===== src/fir_pkg.sv =====
// *********************************************************************
// shared constants for the 26-tap symmetric FIR
// all arithmetic is 18-bit signed and wraps, products are 36-bit
// *********************************************************************
`default_nettype none

package fir_pkg;

	// sample and coefficient width
	localparam int DATA_W = 18;
	// full multiplier result
	localparam int PROD_W = 36;
	// product normalization
	localparam int SCALE_SHIFT = 17;

	localparam int NUM_TAPS = 26;
	// symmetric filter, half the taps
	localparam int NUM_UNIQ = 13;
	localparam int COEFF_ADDR_W = 4;

	// 13 -> 7 -> 4 -> 2 -> 1
	localparam int TREE_LEVELS = 4;
	// tap line 1, pre-add 1, multiply 1, tree 4
	localparam int FIR_LATENCY = 7;

	typedef logic signed [DATA_W-1:0] sample_t;

	// low-pass set loaded at reset
	localparam sample_t RESET_COEFFS [NUM_UNIQ] = '{
		18'sd88, 18'sd0, -18'sd97, -18'sd197,
		-18'sd294, -18'sd380, -18'sd447, -18'sd490,
		-18'sd504, -18'sd481, -18'sd420, -18'sd319,
		-18'sd178
	};

endpackage

`default_nettype wire

===== src/fir_coeff_regs.sv =====
// *********************************************************************
// coefficient bank, writes land on the edge after the strobe
// writes ignore i_clk_ena, addresses of 13 and above are dropped
// *********************************************************************
`timescale 1ns/1ps
`default_nettype none

module fir_coeff_regs (
	input  wire                                clk,
	input  wire                                reset,
	input  wire                                i_coeff_wr,
	input  wire [fir_pkg::COEFF_ADDR_W-1:0]    i_coeff_addr,
	input  fir_pkg::sample_t                   i_coeff_data,
	output fir_pkg::sample_t                   o_coeffs [fir_pkg::NUM_UNIQ]
);

	logic addr_ok;

	// only the 13 unique coefficients exist
	assign addr_ok = int'(i_coeff_addr) < fir_pkg::NUM_UNIQ;

	// *****************************************************************
	// register bank
	// *****************************************************************
	always_ff @(posedge clk or posedge reset) begin
		if (reset) begin
			for (int k = 0; k < fir_pkg::NUM_UNIQ; k++) begin
				o_coeffs[k] <= fir_pkg::RESET_COEFFS[k];
			end
		end else if (i_coeff_wr && addr_ok) begin
			// one word per strobe
			o_coeffs[i_coeff_addr] <= i_coeff_data;
		end
	end

endmodule

`default_nettype wire


===== config.mk =====
export PLATFORM = sky130hd
export DESIGN_NAME = fir_coeff_regs
export DESIGN_NICKNAME = d
export VERILOG_FILES = /design/src/fir_pkg.sv /design/src/fir_coeff_regs.sv
export SDC_FILE = /design/constraint.sdc
export NUM_CORES = 1
export LEC_CHECK = 0
export BUFFER_PORTS_ARGS = -buffer_cell sky130_fd_sc_hd__buf_2
export CAP_MARGIN = 20
export CORE_AREA = 8 8 151 153
export DETAILED_ROUTE_END_ITERATION = 16
export DIE_AREA = 0 0 159 161
export GPL_ROUTABILITY_DRIVEN = 0
export PLACE_DENSITY = 0.73
export SYNTH_ARGS = -nofsm -noshare
export SYNTH_HDL_FRONTEND = slang
export SYNTH_SLANG_ARGS = --single-unit

===== constraint.sdc =====
create_clock -name clk -period 7.9 [get_ports clk]
set_input_delay 0.79 -clock clk [delete_from_list [all_inputs] [get_ports clk]]
set_output_delay 0.79 -clock clk [all_outputs]
set_load 0.02 [all_outputs]

== Word level (Yosys, flattened, before mapping) ==
Cells that the tools add are included.

* Register bits after elaboration: 234
* Latch bits: 0
* Bits in writable memories: 0
* Bits in read-only memories: 0
* Input port bits: 25
* Output and inout port bits: 234
* Memories kept: 0

* Add/subtract/negate cells: 0
* $mul: 0
* Divide/modulo/power cells: 0
* Magnitude comparators: 3
* Equality and inequality tests: 0
* Shift-type cells: 0
* Muxes and demuxes: 3
* Bitwise gates (word level): 1
* Reduce and logical (&&, ||, !) cells: 2

{| class="wikitable"
|+ Operator list
! operator !! number
|-
| $bwmux W234 || 1
|-
| $demux W18 S4 || 1
|-
| $mux W18 || 1
|-
| $ge A5 B5 Y1 const B || 1
|-
| $lt A5 B1 Y1 const B || 1
|-
| $not A4 Y5 || 1
|-
| $lt A4 B4 Y1 const B || 1
|-
| $logic_and A1 B1 Y1 || 2
|}

== Logic depth before layout (Yosys ltp) ==
* Depth after elaboration: 6
* Gate-level depth with buffers: 5
* Depth with buffers taken out: 3

== Worst setup path before layout ==
Ideal clock, no wire load.

* Path kind: input to register
* Start point: in i_coeff_addr[3] (netlist name)
* End point: reg o_coeffs[90] (netlist name)
* Setup time: 0.125 ns
* Arrival: 1.899 ns
* Required time: 7.775 ns
* Path slack: 5.876 ns
* Stages on the path: 4
* Buffers on the path: 1
* Path through: nand3b_1 nor2_2 buf_4 mux2_2

* Longest elaborated chain between the ends: 6
* Elaborated cells between the ends (all ways): 9
* Classes of those cells: order compare: 3; mux: 3; bitwise: 1; reduce/logical: 2

{| class="wikitable"
|+ RTL lines
! item !! line !! RTL
|-
| start: declaration || fir_coeff_regs.sv:12 || <nowiki>input wire [fir_pkg::COEFF_ADDR_W-1:0] i_coeff_addr,</nowiki>
|-
| $not A4 Y5 (implied by the code) || fir_coeff_regs.sv:32 || <nowiki>o_coeffs[i_coeff_addr] <= i_coeff_data;</nowiki>
|-
| $ge A5 B5 Y1 (implied by the code) or $lt A5 B1 Y1 (tied branches) || fir_coeff_regs.sv:32 ||
|-
| $logic_and A1 B1 Y1 (implied by the code) || fir_coeff_regs.sv:32 ||
|-
| $mux W18 (implied by the code) || fir_coeff_regs.sv:32 ||
|-
| $demux W18 S4 || fir_coeff_regs.sv:32 ||
|-
| $bwmux W234 || fir_coeff_regs.sv:32 ||
|-
| end signal: indexed assignment || fir_coeff_regs.sv:28 || <nowiki>o_coeffs[k] <= fir_pkg::RESET_COEFFS[k];</nowiki>
|-
| end signal: indexed assignment || fir_coeff_regs.sv:32 ||
|-
| end: declaration || fir_coeff_regs.sv:14 || <nowiki>output fir_pkg::sample_t o_coeffs [fir_pkg::NUM_UNIQ]</nowiki>
|}

Several ways; a longest one is shown, not always the timed one.
A chain may end at the register's enable or synchronous reset.

== Worst setup path in the final report ==
* Start point: in i_coeff_addr[3] (netlist name)
* End point: reg o_coeffs[164] (netlist name)

The elaborated chain is that of the path after synthesis.

==> impl_metrics.csv <==
group,metric,value,unit
timing,finalCritPeriodShare,0.267,
routing,wl_per_cell,21.1,um
placement,dp_hpwl,16.1,mm
cells_and_area,largest_register_ffs,234,
clocking,post_cts_buffers,0,
die,start_util,0.438,
timing,slew_viol_final,0,
placement,io_buffers,258,
timing,hold_viol,0,
global_route,grt_max_degree,85,
timing,tightest_slew,1.08,ns
clocking,cts_buffers,25,
clocking,cts_root_buf,"clkbuf_16",
clocking,cts_tree,"done",
synth,synth_ff_type,"dfstp_2",
synth,synth_edf_count,0,
hold_path,hp-class,"in2async",
global_route,overflow,0,
synth,synth_seq_area_share,0.670,
cells_and_area,drive_above_1_share,0.863,
global_route,grt_pass1_vias,5790,
synth,synth.top_cells.by_count,"mux2_2, dfstp_2, dfrtp_1",
cells_and_area,nFillCells,1687,
synth,async_flop_share,1.00,
global_route,grt_pass1_wl,35.6,mm
setup_path,required,8.29,ns
die,core_area,20600,um^2
synth,syn_inst,525,
setup_path,cp_data_arrival_time,2.50,ns
setup_path,critPathCaptureType,"register",
placement,place_area,10500,um^2
synth,synth-seq-cells,234,
global_route,use_met2,0.290,
clocking,cts_num_sinks,234,
setup_path,reg2reg_to,"o_coeffs[93]",
setup_path,rr_worst_depth,1,
global_route,antenna_found_initial,0,
synth,ys_warn_count,0,
timing,period_needed,2.11,ns
routing,via_per_inst,4.96,
clocking,clockBufferDepth,3,
setup_path,path_class,"in2reg",
clocking,cts_resized,0,
synth,yosysMostFrequentCell,"mux2_2",
clocking,cts_htree_levels,1,
cells_and_area,reg_top3,"o_coeffs x234",
routing,drt_iter0_markers,159,
die,die_h,161,um
global_route,use_met3,0.0792,
routing,vias,5319,
global_route,met1_usage,0.204,
status,status,"finished clean",
synth,syn_nets,550,
synth,avgSynthCellArea,17.2,um^2
setup_path,reg2reg_slack,7.12,ns
die,ios,259,
cells_and_area,area_growth,25.5,%
timing,relSlewSlack,0.281,
timing,fin_tns_setup,0,ns
synth,netlist_area,9010,um^2
die,rows,53,
global_route,top_usage_layer,"met2",
pwr,peakVddDrop,0.224,mV
setup_path,start_kind,"input pin",
routing,postRouteWirelength,22.6,mm
pwr,power.density,344,nW/um^2
clocking,clkLatencyLatePin,0.50,ns
die,die_area,25600,um^2
timing,fin_skew,0,ns
job,cap_violations,0,
synth,yosys-top-cells-area,"dfstp_2, mux2_2, dfrtp_1",
die,die_x,159,um
routing,ant_nets,0,
cells_and_area,nets,804,
setup_path,crit_path_cell_trace,"buf_2 > nor3b_2 > nor2b_2 > mux2_2",
clocking,holdBufCountCts,0,
routing,drc_errors,0,
setup_path,critPathMaxStageDelay,0.84,ns
synth,ys_types,19,
timing,fmax,473,MHz
timing,setup_viol,0,
setup_path,r2r-start,"o_coeffs[93]",
setup_path,worst_path_max_delay_cell,"nor2b_2",
cells_and_area,fin_area,11300,um^2
clocking,clkTransAtPathRegs,0.05,ns
global_route,grt_usage,0.174,
pwr,leakage,5.20,nW
cells_and_area,top_register,"o_coeffs",
synth,yosysTopAreaCell,"dfstp_2",
cells_and_area,diodes,0,
synth,netlist.area_leader.share,0.423,
setup_path,crit_fanout,18,
routing,firstDrtPassIters,4,
timing,rsz0062_at_grt,"no",
==> critical path: cells and delay by family <==
| family | cells | cell delay (ns) |
|---|---|---|
| and+or+nand+nor | 2 | 1.14 |
| muxes | 1 | 0.42 |
| buffers and inverters | 1 | 0.14 |
==> how the worst max path moves through the flow <==
stage / from / end
floorplan: reset / o_coeffs[0]
global placement: i_coeff_addr[3] / o_coeffs[164]
detailed placement: i_coeff_addr[3] / o_coeffs[164]
CTS: i_coeff_addr[3] / o_coeffs[164]
global route: i_coeff_wr / o_coeffs[164]
finish: i_coeff_addr[3] / o_coeffs[164]
==> cells by family (layout without fill, tap and decap cells) <==
group	count (synthesis)	in the layout	share of synthesized area
muxes	234	234	0.293
and+or+nand+nor	20	20	0.0164
buffers and inverters	37	310	0.0210
DFF	234	234	0.670
==> cell usage in the layout (no fill, tap or decap) <==
cell	n
nor2b_2	1
mux2_2	234
nand3b_4	1
buf_2	258
or3_1	1
nor2_2	6
buf_4	4
nor3b_2	1
clkbuf_1	11
dfstp_2	145
nor2_1	1
clkbuf_8	5
nand4_2	1
clkbuf_16	25
clkinv_2	3
nand2_2	1
nand2_1	1
inv_6	1
dfrtp_1	89
nand2b_1	5
buf_8	1
inv_8	1
bufinv_16	1
nand3b_1	1
==> stage by stage <==
step	instances	util	hold WS (ns)	total power (W)	setup slack, ns
3_3_place_gp	1026	0.511	0.481	0.00278	5.28
3_5_place_dp	1026	0.511	0.487	0.00281	5.26
4_1_cts	1072	0.549	0.360	0.00394	5.78
2_1_floorplan	525	-	0.635	0.00240	0.932
5_1_grt	1073	0.550	0.385	0.00408	5.65
6_report	1073	0.550	0.345	0.00389	5.79
==> cell type report <==
cell class	instances	area (um^2)	share of cell area
tap	275	344	0.0304
sequential	234	6040	0.534
inverter	1	11.3	0.000996
timing repair buffer	263	1340	0.118
multi-input combinational	254	2790	0.246
clock inverter	5	53.8	0.00476
clock buffer	41	736	0.0651
==> where the power goes <==
| part | internal [W] | leakage, nW | switching, W |
|---|---|---|---|
| clock network | 0.000666 | 0.387 | 0.000451 |
| registers | 0.00160 | 2.61 | 0.000140 |
| logic | 0.000400 | 2.20 | 0.000631 |
| total | 0.00267 | 5.20 | 0.00122 |
==> layer usage <==
metal  wire length, um  vias up  part of all wire
met4               351        0             0.016
met5                 0        -                 0
li1                  -     2343                 -
met1              9070     2751              0.40
met3              2280       27              0.10
met2             10900      198              0.48
No activity file was read; power rests on OpenSTA's default activity.
