### src/fir_pkg.sv
// *********************************************************************
// shared constants for the 26-tap symmetric FIR
// all arithmetic is 18-bit signed and wraps, products are 36-bit
// *********************************************************************
`default_nettype none

package fir_pkg;

	// sample and coefficient width
	localparam int DATA_W = 18;
	// full multiplier result
	localparam int PROD_W = 36;
	// product normalization
	localparam int SCALE_SHIFT = 17;

	localparam int NUM_TAPS = 26;
	// symmetric filter, half the taps
	localparam int NUM_UNIQ = 13;
	localparam int COEFF_ADDR_W = 4;

	// 13 -> 7 -> 4 -> 2 -> 1
	localparam int TREE_LEVELS = 4;
	// tap line 1, pre-add 1, multiply 1, tree 4
	localparam int FIR_LATENCY = 7;

	typedef logic signed [DATA_W-1:0] sample_t;

	// low-pass set loaded at reset
	localparam sample_t RESET_COEFFS [NUM_UNIQ] = '{
		18'sd88, 18'sd0, -18'sd97, -18'sd197,
		-18'sd294, -18'sd380, -18'sd447, -18'sd490,
		-18'sd504, -18'sd481, -18'sd420, -18'sd319,
		-18'sd178
	};

endpackage

`default_nettype wire
### src/fir_tap_line.sv
// *********************************************************************
// 26-deep sample delay line, shifts only on enabled edges
// invalid samples still shift in, the valid bit rides with tap 0
// *********************************************************************
`timescale 1ns/1ps
`default_nettype none

module fir_tap_line (
	input  wire                clk,
	input  wire                reset,
	input  wire                i_clk_ena,
	input  wire                i_valid,
	input  fir_pkg::sample_t   i_sample,
	output fir_pkg::sample_t   o_taps [fir_pkg::NUM_TAPS],
	output logic               o_valid
);

	// *****************************************************************
	// sample shift register
	// *****************************************************************
	always_ff @(posedge clk or posedge reset) begin
		if (reset) begin
			for (int k = 0; k < fir_pkg::NUM_TAPS; k++) begin
				o_taps[k] <= '0;
			end
		end else if (i_clk_ena) begin
			o_taps[0] <= i_sample;
			// oldest sample falls off the end
			for (int k = 1; k < fir_pkg::NUM_TAPS; k++) begin
				o_taps[k] <= o_taps[k-1];
			end
		end
	end

	// valid for the newest sample in tap 0
	always_ff @(posedge clk or posedge reset) begin
		if (reset) begin
			o_valid <= 1'b0;
		end else if (i_clk_ena) begin
			o_valid <= i_valid;
		end
	end

endmodule

`default_nettype wire

### config.mk
export PLATFORM = sky130hd
export DESIGN_NAME = fir_tap_line
export DESIGN_NICKNAME = d
export VERILOG_FILES = /design/src/fir_pkg.sv /design/src/fir_tap_line.sv
export SDC_FILE = /design/constraint.sdc
export NUM_CORES = 1
export LEC_CHECK = 0
export ABC_AREA = 1
export BUFFER_PORTS_ARGS = -buffer_cell sky130_fd_sc_hd__buf_4
export CORE_ASPECT_RATIO = 0.8
export CORE_MARGIN = 5
export CORE_UTILIZATION = 52
export CTS_BUF_LIST = sky130_fd_sc_hd__clkbuf_8 sky130_fd_sc_hd__clkbuf_16
export DETAILED_ROUTE_END_ITERATION = 7
export HOLD_SLACK_MARGIN = 0.15
export PLACE_DENSITY_LB_ADDON = 0.08
export SETUP_SLACK_MARGIN = 0.4
export SLEW_MARGIN = 10
export SYNTH_ARGS = -nofsm -noshare
export SYNTH_HDL_FRONTEND = slang
export SYNTH_SLANG_ARGS = --single-unit
### constraint.sdc
create_clock -name clk -period 18.3 [get_ports clk]
set_input_delay 0.915 -clock clk [delete_from_list [all_inputs] [get_ports clk]]
set_output_delay 0.915 -clock clk [all_outputs]
set_load 0.01 [all_outputs]
# Yosys cells after proc, flatten, opt, wreduce, memory -nomap -nowiden
# Cells that the tools add are included.
[totals] output_inout_bits=469 word_cells=27 input_bits=22 reg_bits=469

# Longest topological paths before layout
# Gate-level depths: netlist of the first run.
[depth] word_depth=0 mapped_depth=5 mapped_depth_nobuf=3

# Worst setup path after synthesis of the first run
# No wires, ideal clock.
[synth_path] path_kind="in2reg" from="input i_clk_ena" to="register o_taps[237] (netlist bit)" cell_stages=5 n_path_buf=3 setup_slack_ns=16.715 required_time_ns=18.183 t_arrival_ns=1.468 path_cell_list="buf_4 -> buf_2 -> buf_4 -> nand2_1 -> nand2_1"
[synth_rtl] element="start: declaration" line_no="fir_tap_line.sv:11" text="input wire i_clk_ena,"
[synth_rtl] element="end signal: indexed assignment" line_no="fir_tap_line.sv:30" text="o_taps[k] <= o_taps[k-1];"
[synth_rtl] element="end: declaration" line_no="fir_tap_line.sv:14" text="output fir_pkg::sample_t o_taps [fir_pkg::NUM_TAPS],"

==> results of run 1 <==
## worst max-delay path: stages
cell and delay (ns):
sky130_fd_sc_hd__buf_8 0.28, sky130_fd_sc_hd__inv_8 0.60, sky130_fd_sc_hd__buf_4 0.95, sky130_fd_sc_hd__buf_4 0.96
sky130_fd_sc_hd__nand2_1 0.17, sky130_fd_sc_hd__nand2_1 0.11
## metrics by stage
step	cell area (um2)	util [%]
CTS	22900	68.4
detailed placement	21400	63.8
floorplan	17500	-
global placement	21400	63.8
global route	22900	68.4
finish	22900	68.4
## area by class of cell
type	count	area [um2]	share of cell area [%]
Clock buffer	58	1350	5.90
Clock inverter	25	188	0.820
Inverter	2	22.5	0.0983
Multi-Input combinational cell	1407	5280	23.1
Sequential cell	469	11700	51.3
Tap cell	434	543	2.37
Timing Repair Buffer	499	3780	16.5
## flip-flops by register name (all words and copies together) (netlist names)
name / flops
o_taps: 468
o_valid: 1
## kinds of logic (layout without fill, tap and decap cells)
kind of cell           Yosys count  count (layout)
and+or+nand+nor               1407            1407
buffers and inverters          105             584
DFF                            469             469
## worst max path at each step
stage	startpoint	to	slack, ns	cells past startpoint
floorplan	reset	o_taps[0]	4.30	1
global placement	i_clk_ena	o_taps[122]	14.14	6
detailed placement	i_clk_ena	o_taps[388]	14.03	6
CTS	i_clk_ena	o_taps[388]	14.60	6
global route	i_clk_ena	o_taps[388]	14.29	6
finish	i_clk_ena	o_taps[388]	14.57	6
## power by group through the flow
| stage | Combinational [mW] | Sequential [mW] | Clock, mW |
|---|---|---|---|
| after floorplan | 0.170 | 1.41 | 0 |
| after global placement | 0.575 | 1.37 | 0 |
| after detailed placement | 0.586 | 1.37 | 0 |
| after CTS | 0.588 | 1.35 | 0.970 |
| after global routing | 0.632 | 1.38 | 1.01 |
| final | 0.577 | 1.36 | 0.950 |
## synth_stat cells
| master | count |
|---|---|
| sky130_fd_sc_hd__nand2_1 | 1407 |
| sky130_fd_sc_hd__inv_1 | 1 |
| sky130_fd_sc_hd__dfrtp_1 | 469 |
| sky130_fd_sc_hd__buf_2 | 90 |
| sky130_fd_sc_hd__inv_2 | 1 |
| sky130_fd_sc_hd__clkbuf_1 | 7 |
| sky130_fd_sc_hd__buf_4 | 6 |
## layer usage
metal / vias up / track usage, % / share of wire (%)
met4: 0 / 10.4 / 4.4
met1: 7009 / 35.4 / 40
li1: 6836 / - / -
met3: 116 / 8.20 / 9.0
met5: - / 0 / 0
met2: 465 / 41.8 / 47
==> results.py, run 1 <==
metrics = {
    "cts": {
        "worst_setup_hold_path_clk_slew_ns": 0.06,
        "clock_tree.htree_level_count": 2,
        "cts.sinks": 469,
        "root_buffer": "sky130_fd_sc_hd__clkbuf_16",
        "postCtsHoldBufs": 0,
        "ctsResizeCount": 0,
        "post_cts_setup_inserts": 0,
        "worst_skew_pair.late_latency_ns": 0.55,
        "clk_path_buf_depth": 3,
        "tritoncts": "built",
        "cts_buffers": 46,
    },
    "synthesis": {
        "post_synth_fa_ha_maj_area_fraction_pct": 0,
        "ys_types": 7,
        "syn-instance-count": 1981,
        "yosys.area.top_type_share_pct": 66.9,
        "synth_top_family_by_area": "simple AND/OR/NAND/NOR gates",
        "compound_gate_fraction_of_synth_area_pct": 0,
        "synth-simple-area-share_pct": 30.1,
        "synthesis.area_um2": 17500,
        "syn-mean-instance-area_um2": 8.86,
        "yosys-top-cells-area": "sky130_fd_sc_hd__dfrtp_1 (67%), sky130_fd_sc_hd__nand2_1 (30%), sky130_fd_sc_hd__buf_2 (2.6%)",
        "yosysSeqAreaShare_pct": 66.9,
        "synth-seq-cells": 469,
        "synthesis.nets": 2003,
        "yosys-mux-area-fraction_pct": 0,
        "synthXorXnorAreaFrac_pct": 0,
        "post-synth-top-area-cell": "sky130_fd_sc_hd__dfrtp_1",
        "number_of_synthesis_warnings": 0,
    },
    "pwr": {
        "totalPowerFinal_mw": 2.88,
        "p_int_mw": 2.02,
        "power.sequential.fraction_pct": 47.0,
        "leakage_nw": 13.6,
        "pwr-share-comb_pct": 20.0,
        "net-switching-power_uw": 858,
        "clock_power_share_pct": 33.0,
        "vdd_drop_max_mv": 0.0689,
        "cellPowerDensity_nw_per_um2": 126,
        "power.switching_fraction_pct": 29.8,
    },
    "timing": {
        "fmax_mhz": 268,
        "rsz0062_at_grt": "no",
        "setup_violating_endpoint_count_in_the_final_report": 0,
        "maxSlewHeadroom_pct": 14.9,
        "report.final.slew_viol_count": 0,
        "final_critical_path_setup_slack_ns": 14.57,
        "final-hold-violation-count": 0,
        "fin_setup_tns_ns": 0,
        "clock_skew_ns": 0.0142,
        "finalCriticalPeriod_ns": 3.73,
        "slew_at_the_pin_closest_to_its_max_slew_limit_ns": 1.28,
        "fin_crit_sh_pct": 20.4,
        "hold_slack_ns": 0.436,
    },
    "detailed_routing": {
        "detail_route.wirelength_um": 51100,
        "avgRoutedWirePerCell_um": 17.6,
        "drt-vias-per-instance": 4.98,
        "detail_route.first_pass.iterations": 5,
        "drtIter0Drc": 1474,
        "num_vias": 14426,
        "drc": 0,
        "final_antenna_net_count": 0,
    },
    "global_routing": {
        "grt-ovfl-total": 0,
        "grt_first_pass_wirelength_um": 80600,
        "groute.usage.overall_pct": 26.7,
        "antenna_found_initial": 0,
        "grt_pass1_vias": 14249,
        "largest_net_degree_at_the_start_of_global_routing": 249,
    },
    "critical_path": {
        "worstSetupEndpointType": "register",
        "timing_worst_setup_path_type": "in -> reg",
        "worst_setup_path_start_kind": "input port",
        "setup.reg_to_reg.worst_slack_ns": 17.48,
        "cp.arrival_ns": 4.20,
        "regToRegStartpoint": "o_taps[314]",
        "critical_path_required_ns": 18.77,
        "reg2reg_to": "o_taps[296]",
        "crit_fanout": 141,
        "reg2reg_depth": 2,
    },
    "layout": {
        "post_route_cells_drive_above_1_share_pct": 23.2,
        "layout.filler_cells": 2726,
        "num_antenna_cells": 0,
        "most-common-layout-cells": "sky130_fd_sc_hd__nand2_1 (1407), sky130_fd_sc_hd__buf_4 (496), sky130_fd_sc_hd__dfrtp_1 (469)",
        "stdcell_count": 2894,
        "final_common_cell": "sky130_fd_sc_hd__nand2_1",
        "num-nets-final": 2447,
        "layout-area-overhead-vs-synth_pct": 30.5,
    },
    "run": {
        "maxCapViolations": 0,
    },
    "placement": {
        "place.gp.congestion": 0.865,
        "dp.cells": 2811,
        "worst_slack_placed_ns": 14.03,
        "detailedPlacementHpwl_um": 35000,
        "port_buffers": 490,
    },
    "run_status": {
        "outcome": "complete, no violations",
    },
    "die": {
        "fp-row-count": 60,
        "die_area_um2": 37500,
        "ioPinCount": 491,
        "floorplan.die.width_um": 215,
        "placeableCoreArea_um2": 33500,
        "die_height_um": 174,
        "initial_utilization_pct": 52.4,
    },
    "hold_path": {
        "min-delay-path-class": "in -> async",
    },
}
Power figures use the tool's default switching activity.
==> inputs of run 2 (changes only) <==
- clock period: 18.3 -> 3.55 ns (I/O delays scaled with it)
==> run 2 against run 1 <==
Net effect: clock skew fell by 0.00097 ns; largest power group unchanged; total power rose to 5.2 times the previous value; non-clock buffer count rose by 28; sequential cell count did not move; largest cell class unchanged; first-iteration DRC count rose by 15%; sequential power rose to 5.1 times the previous value; combinational power rose to 5.2 times the previous value; worst hold slack got worse by 0.051 ns; register-to-register slack got worse by 15 ns; critical path type unchanged; highest routed layer unchanged; critical path depth did not move.
==> results.py, run 2 (synthesis results as in run 1) <==
metrics = {
    "detailed_routing": {
        "num_vias": 14699,
        "detail_route.first_pass.iterations": 5,
        "drt-vias-per-instance": 5.03,
        "drtIter0Drc": 1688,
        "detail_route.wirelength_um": 51400,
        "final_antenna_net_count": 0,
        "avgRoutedWirePerCell_um": 17.6,
        "drc": 0,
    },
    "layout": {
        "largestRegisters": "o_taps x468, o_valid x1",
        "stdcell_count": 2921,
        "largest_register_ff_count": 468,
        "num-nets-final": 2476,
        "post_route_cells_drive_above_1_share_pct": 23.3,
        "most-common-layout-cells": "sky130_fd_sc_hd__nand2_1 (1407), sky130_fd_sc_hd__buf_4 (497), sky130_fd_sc_hd__dfrtp_1 (469)",
        "final_common_cell": "sky130_fd_sc_hd__nand2_1",
        "num_antenna_cells": 0,
        "final_area_um2": 23300,
        "layout-area-overhead-vs-synth_pct": 32.6,
        "top_register": "o_taps",
    },
    "cts": {
        "cts_buffers": 47,
        "worst_skew_pair.late_latency_ns": 0.55,
        "worst_setup_hold_path_clk_slew_ns": 0.06,
        "root_buffer": "sky130_fd_sc_hd__clkbuf_16",
        "tritoncts": "built",
        "post_cts_setup_inserts": 0,
        "cts.sinks": 469,
        "clock_tree.htree_level_count": 2,
        "clk_path_buf_depth": 3,
    },
    "timing": {
        "report.final.slew_viol_count": 0,
        "rsz0062_at_grt": "no",
        "slew_at_the_pin_closest_to_its_max_slew_limit_ns": 1.06,
        "finalCriticalPeriod_ns": 1.98,
        "clock_skew_ns": 0.0132,
        "setup_violating_endpoint_count_in_the_final_report": 0,
        "maxSlewHeadroom_pct": 29.4,
        "fmax_mhz": 505,
        "fin_crit_sh_pct": 55.7,
        "final-hold-violation-count": 0,
    },
    "critical_path": {
        "most_repeated_library_cell_on_the_critical_path": "sky130_fd_sc_hd__nand2_1",
        "timing_worst_setup_path_type": "in -> reg",
        "crit_chain": "dlygate4sd3_1, buf_8, inv_8, buf_12, nand2_1, nand2_1",
        "crit_path_top_delay_cell": "sky130_fd_sc_hd__inv_8",
        "crit_fanout": 181,
        "cp.arrival_ns": 2.46,
        "worstSetupEndpointType": "register",
        "critical_path.max_stage_delay_ns": 0.68,
        "worst-path-buf-inv": 4,
        "cp_top_family": "buffers and inverters",
        "worst_setup_path_start_kind": "input port",
        "critical_path_required_ns": 4.03,
    },
    "global_routing": {
        "antenna_found_initial": 0,
        "largest_net_degree_at_the_start_of_global_routing": 208,
        "grt_first_pass_wirelength_um": 81100,
        "grt_pass1_vias": 14478,
        "groute.usage.overall_pct": 26.9,
        "grt-ovfl-total": 0,
    },
    "die": {
        "die_area_um2": 37500,
        "ioPinCount": 491,
        "placeableCoreArea_um2": 33500,
        "fp-row-count": 60,
        "initial_utilization_pct": 52.4,
        "die_height_um": 174,
        "floorplan.die.width_um": 215,
    },
    "pwr": {
        "cellPowerDensity_nw_per_um2": 644,
        "vdd_drop_max_mv": 0.466,
        "leakage_nw": 13.8,
    },
    "placement": {
        "dp.cells": 2818,
        "place.gp.congestion": 0.878,
        "placement.cell_area_um2": 21500,
        "detailedPlacementHpwl_um": 35400,
        "port_buffers": 490,
    },
    "hold_path": {
        "min-delay-path-class": "in -> reg",
    },
    "run": {
        "maxCapViolations": 0,
    },
    "run_status": {
        "outcome": "complete, no violations",
    },
}
## run 2: cell count changes in the layout (fill, tap and decap cells not counted), sizes merged
cell / change
clkbuf: +5
clkinvlp: +1
inv: -4
clkinv: -3
dlygate4sd3: +21
buf: +7
## run 2: power by group
part           internal [mW]  total (mW)  switching, mW
clock network           2.99        4.99           2.00
logic                   1.39        3.00           1.61
registers               6.18        6.99          0.812
## run 2: layer usage
metal | GRT usage, % | wire, um | up-vias
li1 | - | - | 6899
met3 | 8.17 | 4280 | 136
met1 | 35.3 | 20800 | 7145
met2 | 42.2 | 23900 | 519
met5 | 0 | 0 | -
met4 | 11.0 | 2400 | 0
## run 2: timing repair
action	CTS	global route
endpoints found under the hold margin	127	0
resized for setup	0	0
hold buffers	21	0
## run 2: area by class of cell
class,instances,area (um2)
Timing Repair Buffer,527,4120
Tap cell,434,543
Sequential cell,469,11700
Inverter,2,18.8
Clock inverter,19,156
Clock buffer,63,1420
Fill cell,2654,10200
Multi-Input combinational cell,1407,5280
## run 2: through the flow
stage	hold slack, ns	TNS (ns)	utilization [%]	setup slack [ns]	power [mW]
2_1_floorplan	0.294	-1396.86	-	-2.98	8.12
3_3_place_gp	0.382	0	64.2	1.63	10.0
3_5_place_dp	0.384	0	64.2	1.61	10.1
4_1_cts	0.349	0	69.5	1.54	15.1
5_1_grt	0.380	0	69.5	1.38	15.7
6_report	0.384	0	69.5	1.57	15.0
## run 2: final timing paths
kind,start,end,slack [ns],cells past startpoint
worst max register to register,o_taps[314],o_taps[296],2.79,2
worst min-delay path,i_sample[11],o_taps[461],0.38,4
worst min register to register,o_taps[6],o_taps[6],0.47,2
worst max-delay path,i_clk_ena,o_taps[1],1.57,6
max in group asynchronous,reset,o_taps[454],2.12,4
min in group asynchronous,reset,o_taps[169],0.41,3
## run 2: worst reg2reg max path, cell delays in order, from the launching register on
cell                      delay, ns
sky130_fd_sc_hd__dfrtp_1       0.42
sky130_fd_sc_hd__nand2_1       0.16
sky130_fd_sc_hd__nand2_1       0.07
