**config.mk**
```make
export PLATFORM = sky130hd
export DESIGN_NAME = fir_adder_tree
export DESIGN_NICKNAME = d
export VERILOG_FILES = /design/src/fir_pkg.sv /design/src/fir_adder_tree.sv
export SDC_FILE = /design/constraint.sdc
export NUM_CORES = 1
export LEC_CHECK = 0
export BUFFER_PORTS_ARGS = -buffer_cell sky130_fd_sc_hd__buf_2
export CORE_MARGIN = 3
export CORE_UTILIZATION = 45
export CTS_CLUSTER_DIAMETER = 50
export DETAILED_ROUTE_END_ITERATION = 12
export GPL_TIMING_DRIVEN = 0
export PLACE_DENSITY = 0.66
export SLEW_MARGIN = 30
export SYNTH_ARGS = -nofsm -noshare
export SYNTH_HDL_FRONTEND = slang
export SYNTH_SLANG_ARGS = --single-unit
```
**constraint.sdc**
```tcl
create_clock -name clk -period 2.7 [get_ports clk]
set_clock_uncertainty 0.15 [all_clocks]
set_input_delay 0 -clock clk [delete_from_list [all_inputs] [get_ports clk]]
set_output_delay 0 -clock clk [all_outputs]
set_load 0.01 [all_outputs]
```
**src/fir_pkg.sv**
```systemverilog
// *********************************************************************
// shared constants for the 26-tap symmetric FIR
// all arithmetic is 18-bit signed and wraps, products are 36-bit
// *********************************************************************
`default_nettype none

package fir_pkg;

	// sample and coefficient width
	localparam int DATA_W = 18;
	// full multiplier result
	localparam int PROD_W = 36;
	// product normalization
	localparam int SCALE_SHIFT = 17;

	localparam int NUM_TAPS = 26;
	// symmetric filter, half the taps
	localparam int NUM_UNIQ = 13;
	localparam int COEFF_ADDR_W = 4;

	// 13 -> 7 -> 4 -> 2 -> 1
	localparam int TREE_LEVELS = 4;
	// tap line 1, pre-add 1, multiply 1, tree 4
	localparam int FIR_LATENCY = 7;

	typedef logic signed [DATA_W-1:0] sample_t;

	// low-pass set loaded at reset
	localparam sample_t RESET_COEFFS [NUM_UNIQ] = '{
		18'sd88, 18'sd0, -18'sd97, -18'sd197,
		-18'sd294, -18'sd380, -18'sd447, -18'sd490,
		-18'sd504, -18'sd481, -18'sd420, -18'sd319,
		-18'sd178
	};

endpackage

`default_nettype wire
```
**src/fir_adder_tree.sv**
```systemverilog
// *********************************************************************
// four-level registered sum of the 13 products
// every add wraps at 18 bits, odd entries pass through as a bye
// *********************************************************************
`timescale 1ns/1ps
`default_nettype none

module fir_adder_tree (
	input  wire                clk,
	input  wire                reset,
	input  wire                i_clk_ena,
	input  fir_pkg::sample_t   i_products [fir_pkg::NUM_UNIQ],
	input  wire                i_valid,
	output fir_pkg::sample_t   o_sum,
	output logic               o_valid
);

	// 13 -> 7 -> 4 -> 2 -> 1
	fir_pkg::sample_t                   lvl1_q [7];
	fir_pkg::sample_t                   lvl2_q [4];
	fir_pkg::sample_t                   lvl3_q [2];
	logic [fir_pkg::TREE_LEVELS-1:0]    vld_q;

	// *****************************************************************
	// data levels
	// *****************************************************************
	always_ff @(posedge clk) begin
		if (i_clk_ena) begin
			// level 1, six pairs plus the bye of product 12
			for (int k = 0; k < fir_pkg::NUM_UNIQ / 2; k++) begin
				lvl1_q[k] <= i_products[2*k] + i_products[2*k+1];
			end
			lvl1_q[6] <= i_products[fir_pkg::NUM_UNIQ-1];

			// level 2, three pairs plus a bye
			for (int k = 0; k < 3; k++) begin
				lvl2_q[k] <= lvl1_q[2*k] + lvl1_q[2*k+1];
			end
			lvl2_q[3] <= lvl1_q[6];

			// level 3
			lvl3_q[0] <= lvl2_q[0] + lvl2_q[1];
			lvl3_q[1] <= lvl2_q[2] + lvl2_q[3];

			// final sum
			o_sum <= lvl3_q[0] + lvl3_q[1];
		end
	end

	// *****************************************************************
	// valid pipe, one bit per level
	// *****************************************************************
	always_ff @(posedge clk or posedge reset) begin
		if (reset) begin
			vld_q <= '0;
		end else if (i_clk_ena) begin
			vld_q <= {vld_q[fir_pkg::TREE_LEVELS-2:0], i_valid};
		end
	end

	assign o_valid = vld_q[fir_pkg::TREE_LEVELS-1];

endmodule

`default_nettype wire

```
== Word-level counts from Yosys, hierarchy flattened ==
Memories as Yosys holds them, arrays and structs flattened.
Cells that the tools add are included.
Word-level totals
  latch bits: 0
  register bits: 22
  bits in read-only memories: 0
  bits in writable memories: 234
  memories kept: 3
  logic and storage cells: 19
  output and inout bits: 19
  input port bits: 238
Memory list
  lvl1_q: words 7, bits a word 18, rd ports 7, clocked after Yosys merged registers in 0, wr ports 7, line fir_adder_tree.sv:19  | fir_pkg::sample_t lvl1_q [7];
  lvl2_q: words 4, bits a word 18, rd ports 4, clocked after Yosys merged registers in 0, wr ports 4, line fir_adder_tree.sv:20  | fir_pkg::sample_t lvl2_q [4];
  lvl3_q: words 2, bits a word 18, rd ports 2, clocked after Yosys merged registers in 0, wr ports 2, line fir_adder_tree.sv:21  | fir_pkg::sample_t lvl3_q [2];
Operators by class
  shift-type cells: 0
  bitwise operators: 0
  eq/ne operators: 0
  $mul: 0
  order comparisons: 0
  multiplexer cells: 2
  add/sub/neg operators: 12
  reductions and logical operators: 0
  div/mod/pow operators: 0
Operators with widths (number)
  adder 18 bit: 12
  two-way mux 1 bit: 2

== Longest topological paths before layout ==
Gate-level depths: netlist (run 1).
  depth after elaboration: 2
  depth in mapped cells: 10
  depth with buffers taken out: 10

== Worst setup path before layout (run 1) ==
Ideal clock, no wire load.
  path kind: reg2reg
  from: memory lvl2_q[0][0] (netlist name)
  to: memory lvl3_q[0][14] (netlist name), data pin
  path buffers: 0
  period minus slack after synthesis: 2.507 ns
  setup time: 0.281 ns
  stages on the path, launching flop included: 9
  data required time: 2.269 ns
  arrival: 2.076 ns
  slack: 0.193 ns
  cells stage by stage: edfxtp_1 > ha_1 > fa_1 > a21oi_1 > o21ai_0 > a31o_2 > a211oi_2 > o2bb2ai_1 > o311ai_0
RTL lines (line)
  start: declaration: fir_adder_tree.sv:20
  end: declaration: fir_adder_tree.sv:21

==> out/qor.csv, run 1 <==
metric,value,unit
Slew HR,45.1,%
yosys synthesis warning count,0,
Leak,9.90,nW
die area,41200,um^2
Max Cap Viol,0,
Worst Slack Setup Final,-0.0000902,ns
Clock Latency Late Sink,0.52,ns
crit path from,lvl1_q[5][11],
crit-path max cell delay,0.48,ns
share of cells above drive strength 1,19.1,%
I/O pins,257,
number of synthesized register bits,256,
post-synthesis cell type count,66,
initial antenna violation count,1,
number of global-route vias before repair,14700,
grt ovf,0,
Crit path required time,2.80,ns
Arrival @ worst endpoint,2.80,ns
Final Cycle Share,100,%
Num Clock Sinks,256,
Layout area overhead,35.0,%
synth cell count leaders,"edfxtp_1, ha_1, a21oi_1, xnor2_1, nor2_1",
number of endpoints failing setup at the final stage,1,
maximum VDD drop,439,uV
post-synthesis cell area,17500,um^2
Die Y,203,um
"count leader, synth",edfxtp_1,
final hold violation count,0,
DRT iter0 DRCs,839,
clk root buf,clkbuf_16,
drt wl/cell,16.2,um
fill cell count,3071,
total power,19.3,mW
Die X,203,um
CP endpoint kind,register,
Gate power share,44.4,%
critical path launch point type,register,
Mapped Cells,1586,
Final Wtd Congestion,0.906,
CTS tree,yes,
Reg-to-Reg End,lvl2_q[2][17],
reg2reg path depth,8,
worst reg-to-reg setup slack,-0.00009,ns
Final ANT Viol Nets,0,
Worst-Margin Slew,0.821,ns
Worst R2R Start,lvl1_q[5][11],
htree depth,2,
Clock Pin Slew Worst Setup and Hold Paths,0.06,ns
Crit Path Category,register to register,
failing checks,negative setup slack,
sequential-to-total area share from yosys stat,43.9,%
maximum clock path buffer count,3,
row cnt,71,
crit path to,lvl2_q[2][17],
number of enable flip-flop cells after synthesis,252,
synth top area cells,"edfxtp_1, ha_1, xnor2_1, a21oi_1, a21o_1",
Pre-Repair DR Iteration Count,5,
Post-Syn Nets,2040,
DP Wirelength,30.8,mm
prevailing post-synth register cell,edfxtp_1,
Seq pwr share,33.2,%
outcome,finished with violations,
ys async rst share,1.56,%
final instance area,23600,um^2
register area,7670,um^2
global-route wire length before repair,70.2,mm
"most used cell, CP",o21bai_1,
post-synth top area share,43.3,%
Core Area,37900,um^2
Slew Limit Fails,0,
Post-Place Cell Area,19500,um^2
DR vias/cell,5.34,
Synth area leader,edfxtp_1,
Crit Path Max Fanout,5,
worst min path class,input port to register,
initial core utilization,46.1,%
fmax,0.370,GHz
total CTS buffers,34,
largest net degree at the start of global routing,88,
GRT Resource Usage Total,20.8,%
Hold Startpoint,i_products[86],
PwrDens,819,nW/um^2
Tmin final,2.70,ns
Switching Share,33.8,%
syn avg cell area,11.0,um^2
multi-input logic area,9790,um^2
"critical path, cell by cell",ha_4 > and3_1 > a2111oi_1 > o21bai_1 > nor3b_2 > a311oi_1 > o21bai_1 > xnor2_2,
routed wire length,43.6,mm
RSZ-0062 raised after global routing,true,
Clk pwr share,22.4,%
vias,14300,
switching pwr,6.54,mW
nets@finish,2603,
Pint,12.8,mW
slowest CP cell,edfxtp_1,
port bufs,256,
DRC,0,
## metrics by stage
stage	cells	setup slack, ns	hold slack [ns]	setup TNS [ns]	utilization, %
finish	2685	-0.0000902	0.0125	-0.0000902	62.2
global route	2684	-0.116	0.0227	-0.300	62.2
CTS	2679	0.00262	0.00395	0	61.3
detailed placement	2355	-0.257	-0.267	-0.957	51.3
global placement	2353	-2.11	-0.271	-496.28	51.1
floorplan	1586	0.193	-0.384	0	-
## final cells by class
cell class	count	share of cell area (%)
multi-input cells	1228	41.5
flip-flops and latches	256	32.5
repair buffers	527	17.0
clock buffers	44	3.90
well taps	511	2.71
inverters	87	1.38
clock inverters	16	0.732
plain buffers	15	0.239
diodes	1	0.0106
## per-layer routing
metal  up-vias  wire (um)  track usage, %
met5         -         14               0
met1      6727      19000            26.3
met4         2       1310            6.91
li1       7126          -               -
met2       389      21400            36.5
met3       102       1930            3.25
## worst min-delay path by stage
stage	endpoint	slack, ns	depth (start not counted)
6_report	lvl1_q[4][14]	0.01	4
5_1_grt	lvl1_q[6][1]	0.02	2
4_1_cts	lvl1_q[4][14]	0.004	4
3_5_place_dp	vld_q[1]	-0.27	2
3_3_place_gp	vld_q[3]	-0.27	2
2_1_floorplan	vld_q[0]	-0.38	1
## sequential cells by signal, indices dropped and copies added (netlist names)
signal / cells
o_sum: 18
lvl2_q: 72
lvl3_q: 36
vld_q: 4
lvl1_q: 126
## placed cells by master, fill, tap and decap left out, types with 32 or more instances in the layout
cell type / n
nand2_1: 76
ha_1: 195
a21oi_1: 127
a21o_1: 66
clkbuf_16: 35
o21ai_0: 71
o21a_1: 33
nor3_1: 32
inv_1: 85
nor2_1: 91
xor2_1: 54
buf_2: 255
dlygate4sd3_1: 258
xnor2_1: 128
edfxtp_1: 252
## worst max-delay path, delay by kind of cell (launching register included)
family	cells	cell delay, ns
AO/OA/AOI/OAI	4	1.06
XOR/XNOR	1	0.18
AND/OR/NAND/NOR	2	0.27
flip-flops	1	0.48
adder cells (fa/ha/maj)	1	0.30
## power by group through the flow
stage	clock, mW	combinational, mW	sequential (mW)
after floorplan	0	5.73	6.36
after global placement	0	7.32	6.51
after detailed placement	0	7.50	6.49
after CTS	4.43	8.17	6.43
after global routing	4.63	9.54	6.51
final	4.32	8.59	6.42
## kinds of logic after synthesis
group | share of synthesized area, %
multiplexers | 0.444
adder cells (fa/ha/maj) | 16.0
buffers and inverters | 2.19
AND/OR/NAND/NOR | 8.72
flip-flops | 43.9
AO/OA/AOI/OAI | 19.6
XOR/XNOR | 9.17
## repair_timing
| item | 4_1_cts | 5_1_grt |
|---|---|---|
| pin swaps | 17 | 37 |
| setup buffers | 5 | 5 |
| endpoints found under the setup margin | 9 | 43 |
| resized for setup | 22 | 72 |
| hold endpoints to repair | 201 | 0 |
| hold buffers | 259 | 0 |
Note: power is estimated with default switching activity, not from simulation.
==> run 2, diff against run 1 <==
--- a/config.mk
+++ b/config.mk
@@ -10,7 +10,7 @@
 export CORE_UTILIZATION = 45
 export CTS_CLUSTER_DIAMETER = 50
 export DETAILED_ROUTE_END_ITERATION = 12
-export GPL_TIMING_DRIVEN = 0
+export HOLD_SLACK_MARGIN = 0.05
 export PLACE_DENSITY = 0.66
 export SLEW_MARGIN = 30
 export SYNTH_ARGS = -nofsm -noshare
==> run 2 against run 1 <==
Compared with the run above: the flow still finishes with violations (negative setup slack); core utilization increased by 1.6 points; final cell count increased by 2.3%; global-route usage increased by 0.51 points; via count increased by 1.7%; critical endpoint is now lvl1_q[3][11].
==> out/qor.csv, run 2 (synthesized netlist as in run 1, its figures left out) <==
metric,value,unit,change
PwrDens,792,nW/um^2,-3.4%
CP endpoint kind,register,,
Crit path required time,2.84,ns,+0.04 ns
"commonest non-fill, non-tap cell in the layout",dlygate4sd3_1,,
Placement Setup Slack,0.0216,ns,+0.278 ns
Final Cycle Share,100,%,+0.26 points
port bufs,256,,unchanged
routed wire length,45.6,mm,+4.5%
global-route wire length before repair,72.7,mm,+3.5%
Leak,10.1,nW,+2.4%
RSZ-0062 raised after global routing,true,,
share of cells above drive strength 1,18.5,%,-0.61 points
DR vias/cell,5.31,,-0.59%
grt ovf,0,,unchanged
Pre-Repair DR Iteration Count,7,,+2
number of endpoints failing setup at the final stage,1,,unchanged
Num Clock Sinks,256,,unchanged
maximum clock path buffer count,3,,unchanged
DRT iter0 DRCs,862,,+2.7%
nets@finish,2665,,+2.4%
final hold slack,0.0456,ns,+0.0331 ns
outcome,finished with violations,,
Worst Slack Setup Final,-0.00701,ns,-0.00692 ns
Final Wtd Congestion,0.937,,+3.5%
die area,41200,um^2,unchanged
Crit Path Max Fanout,6,,+1
worst min path class,input port to register,,
final hold violation count,0,,unchanged
Seq pwr share,33.6,%,+0.4 points
Layout area overhead,38.5,%,
Pint,12.7,mW,-0.96%
fmax,0.369,GHz,-0.26%
Slew HR,54.4,%,+9.3 points
Non-Filler Instances,2747,,+2.3%
I/O pins,257,,unchanged
switching pwr,6.48,mW,-0.89%
htree depth,1,,-1
GRT Resource Usage Total,21.3,%,+0.51 points
Largest Register,lvl1_q,,
Clock Latency Late Sink,0.54,ns,+0.02 ns
Die X,203,um,unchanged
Tmin final,2.71,ns,+0.00692 ns
initial antenna violation count,3,,+2
number of global-route vias before repair,15000,,+2.1%
failing checks,negative setup slack,,
final instance area,24200,um^2,+2.5%
Core Area,37900,um^2,unchanged
initial core utilization,46.1,%,unchanged
clk root buf,clkbuf_16,,
Largest register FFs,126,,unchanged
Worst-Margin Slew,0.667,ns,-0.154 ns
Largest regs,"lvl1_q (126), lvl2_q (72), lvl3_q (36)",,
drt wl/cell,16.6,um,+2.1%
CTS tree,yes,,
Gate power share,45.4,%,+1.0 points
most frequent cells in the layout,"dlygate4sd3_1, buf_2, edfxtp_1",,
DRC,0,,unchanged
total CTS buffers,30,,-12%
multi-input logic area,9750,um^2,-0.42%
Die Y,203,um,unchanged
maximum VDD drop,575,uV,+31%
fill cell count,2956,,-3.7%
DP Wirelength,31.6,mm,+2.6%
row cnt,71,,unchanged
vias,14600,,+1.7%
Clk pwr share,21.0,%,-1.4 points
dpl cells,2349,,-0.25%
Post-Place Cell Area,19500,um^2,about the same
largest net degree at the start of global routing,97,,+10%
Arrival @ worst endpoint,2.84,ns,+0.04 ns
Max Cap Viol,0,,unchanged
Final ANT Viol Nets,0,,unchanged
Crit Path Category,input port to register,,
Switching Share,33.8,%,about the same
Clock Pin Slew Worst Setup and Hold Paths,0.05,ns,about the same
critical path launch point type,input port,,
register area,7670,um^2,unchanged
Slew Limit Fails,0,,unchanged
-- run 2: area by class of cell --
class                      count  share of cell area (%)
multi-input combinational   1228                    40.3
sequential                   256                    31.7
timing repair buffer         608                    19.8
clock buffer                  33                    3.24
tap                          511                    2.64
inverter                      87                    1.35
clock inverter                22                   0.900
antenna                        2                  0.0207
-- run 2: path summary, 6_finish.rpt --
path                            slack (ns)       endpoint       startpoint  depth (start not counted)
max in group asynchronous             1.97       vld_q[3]            reset                          4
worst max register to register        0.06  lvl2_q[2][17]    lvl1_q[5][10]                          8
worst max-delay path                -0.007  lvl1_q[3][11]  i_products[114]                         12
worst min register to register        0.27   lvl2_q[3][7]     lvl1_q[6][7]                          0
worst min-delay path                  0.05  lvl1_q[5][12]   i_products[29]                          4
min in group asynchronous             0.29       vld_q[2]            reset                          4
-- run 2: worst max-delay path, cell delays in order --
cell and delay, ns:
dlygate4sd3_1 0.55, buf_2 0.13, ha_2 0.30, a21o_1 0.21, nor3_1 0.15, o21ai_0 0.12
nor3b_2 0.18, buf_4 0.16, nor2_1 0.17, o21ai_0 0.15, xor2_1 0.16, dlygate4sd3_1 0.56
-- run 2: per-stage QoR --
step,TNS [ns],power (mW),utilization (%)
after floorplan,0,12.1,-
after global placement,0,13.9,51.3
after detailed placement,0,14.1,51.3
after CTS,0,18.9,62.9
after global routing,-0.107,20.5,63.8
final,-0.00701,19.1,63.8
-- run 2: metal layers --
metal / share of wire (%) / track usage (%)
met2: 49 / 37.6
met1: 43 / 27.3
met3: 4.7 / 2.81
met4: 2.9 / 6.49
met5: 0.015 / 0
-- run 2: timing repair --
item                                    in CTS  in global routing
buffers inserted                             0                  5
hold endpoints to repair                   386                  0
hold buffers                               339                  0
resized for setup                            0                 84
endpoints found under the setup margin       0                 55
-- run 2: power groups by stage --
stage,Combinational (mW),Clock [mW],Sequential [mW]
after global routing,9.65,4.28,6.53
after global placement,7.43,0,6.50
after detailed placement,7.57,0,6.52
after CTS,8.31,4.12,6.45
after floorplan,5.73,0,6.36
final,8.69,4.02,6.44
==> run 3, diff against run 2 <==
--- a/config.mk
+++ b/config.mk
@@ -12,6 +12,7 @@
 export DETAILED_ROUTE_END_ITERATION = 12
 export HOLD_SLACK_MARGIN = 0.05
 export PLACE_DENSITY = 0.66
+export REMOVE_ABC_BUFFERS = 1
 export SLEW_MARGIN = 30
 export SYNTH_ARGS = -nofsm -noshare
 export SYNTH_HDL_FRONTEND = slang
==> run 3 against run 2 <==
Compared with the run above: the flow now finishes without violations; global-route usage is 0.40 points higher; die area stayed put; non-clock buffer count is 19 higher; sequential share of layout area is 0.26 points lower; first-iteration DRC count is 21% lower; critical path depth is 2 lower.
==> out/qor.csv, run 3 (synthesized netlist as in run 1, its figures left out) <==
metric,value,unit,change
outcome,"finished, final reports clean",,
die area,41200,um^2,unchanged
crit path from,i_products[93],,
Largest register FFs,126,,unchanged
I/O pins,257,,unchanged
row cnt,71,,unchanged
number of endpoints failing setup at the final stage,0,,-1
Arrival @ worst endpoint,2.79,ns,-0.05 ns
final hold violation count,0,,unchanged
PwrDens,791,nW/um^2,about the same
share of cells above drive strength 1,18.8,%,+0.29 points
total CTS buffers,31,,+3.3%
total power,19.3,mW,+0.72%
htree depth,1,,unchanged
largest net degree at the start of global routing,69,,-29%
DRT iter0 DRCs,685,,-21%
grt ovf,0,,unchanged
Slew Limit Fails,0,,unchanged
RSZ-0062 raised after global routing,true,,
TNS Setup,0,ns,+0.00701 ns
nets@finish,2685,,+0.75%
Layout area overhead,39.6,%,
clk root buf,clkbuf_16,,
Leak,10.2,nW,+1.1%
Final Cycle Share,98.0,%,-2.3 points
Final ANT Viol Nets,0,,unchanged
initial core utilization,46.1,%,unchanged
Worst-Margin Slew,0.460,ns,-0.207 ns
Die X,203,um,unchanged
Core Area,37900,um^2,unchanged
worst min path class,input port to register,,
Worst R2R Start,lvl2_q[2][0],,
Max Cap Viol,0,,unchanged
vias,14600,,-0.062%
Clock Latency Late Sink,0.55,ns,about the same
Pre-Repair DR Iteration Count,5,,-2
port bufs,256,,unchanged
Tmin final,2.65,ns,-0.0608 ns
Die Y,203,um,unchanged
Final Wtd Congestion,0.865,,-7.7%
Worst Slack Setup Final,0.0538,ns,+0.0608 ns
Crit Path Category,input port to register,,
initial antenna violation count,0,,-3
diodes inserted,0,,-2
maximum VDD drop,482,uV,-16%
most frequent cells in the layout,"dlygate4sd3_1, buf_2, edfxtp_1",,
number of global-route vias before repair,15100,,+0.63%
Hold Startpoint,i_products[60],,
Largest regs,"lvl1_q (126), lvl2_q (72), lvl3_q (36)",,
CP endpoint kind,register,,
Crit path required time,2.85,ns,about the same
Num Clock Sinks,256,,unchanged
"commonest non-fill, non-tap cell in the layout",dlygate4sd3_1,,
DP Wirelength,31.6,mm,about the same
maximum clock path buffer count,3,,unchanged
CTS tree,yes,,
DR vias/cell,5.28,,-0.68%
fmax,0.378,GHz,+2.3%
Slew HR,68.5,%,+14 points
drt wl/cell,16.5,um,-0.25%
critical path launch point type,input port,,
Clock Pin Slew Worst Setup and Hold Paths,0.06,ns,about the same
routed wire length,45.7,mm,+0.37%
Placement Setup Slack,-0.0120,ns,-0.0335 ns
DRC,0,,unchanged
global-route wire length before repair,73.9,mm,+1.7%
GRT Resource Usage Total,21.7,%,+0.40 points
Largest Register,lvl1_q,,
Crit Path Max Fanout,3,,-3
==> run 3: report_power, final <==
part / leakage [nW] / internal (mW) / switching [mW]
Combinational: 7.24 / 4.27 / 4.51
Sequential: 2.51 / 5.98 / 0.434
Clock: 0.497 / 2.49 / 1.59
==> run 3: stage by stage <==
stage	hold slack [ns]	util, %	cell area (um^2)	cells
2_1_floorplan	-0.384	-	17400	1571
3_3_place_gp	-0.267	51.3	19500	2350
3_5_place_dp	-0.263	51.3	19500	2350
4_1_cts	0.0501	63.3	24000	2756
5_1_grt	0.0734	64.3	24400	2764
6_report	0.0514	64.3	24400	2764
==> run 3: what timing repair did <==
item                       in CTS  in global routing
resized for setup               3                 82
setup buffers                   1                  9
hold buffers                  350                  0
cloned                          0                  0
setup endpoints to repair       3                 54
pin swaps                       1                 31
hold endpoints to repair      362                  0
==> run 3: worst paths after layout <==
check | end | slack, ns | cells after the start
max reg2reg | lvl3_q[0][34] | 0.09 | 10
min | lvl1_q[4][7] | 0.05 | 5
max in group asynchronous | vld_q[0] | 1.97 | 4
max | lvl1_q[3][6] | 0.05 | 10
min in group asynchronous | vld_q[2] | 0.28 | 4
min reg2reg | lvl2_q[3][11] | 0.27 | 0
==> run 3: cell type report <==
type | instances | area, um^2
clock buffers | 35 | 791
clock inverters | 20 | 226
fillers | 2966 | 13500
inverters | 87 | 327
multi-input cells | 1228 | 9750
flip-flops and latches | 256 | 7670
well taps | 511 | 639
repair buffers | 627 | 4990
==> run 3: metal layers <==
layer	global-route usage, %	vias to the layer above	routed length (um)
li1	-	7285	-
met1	28.3	6841	20400
met2	38.2	366	22500
met3	2.71	90	1750
met4	5.80	0	1070
met5	0	-	0
==> run 3: critical path, cell delays in order <==
cell and delay [ns]:
dlygate4sd3_1 0.56, buf_2 0.14, ha_1 0.32, dlygate4sd3_1 0.62
o21ai_2 0.10, a21boi_2 0.10, o21ai_1 0.13, nand2b_1 0.13
xor2_1 0.16, dlygate4sd3_1 0.55
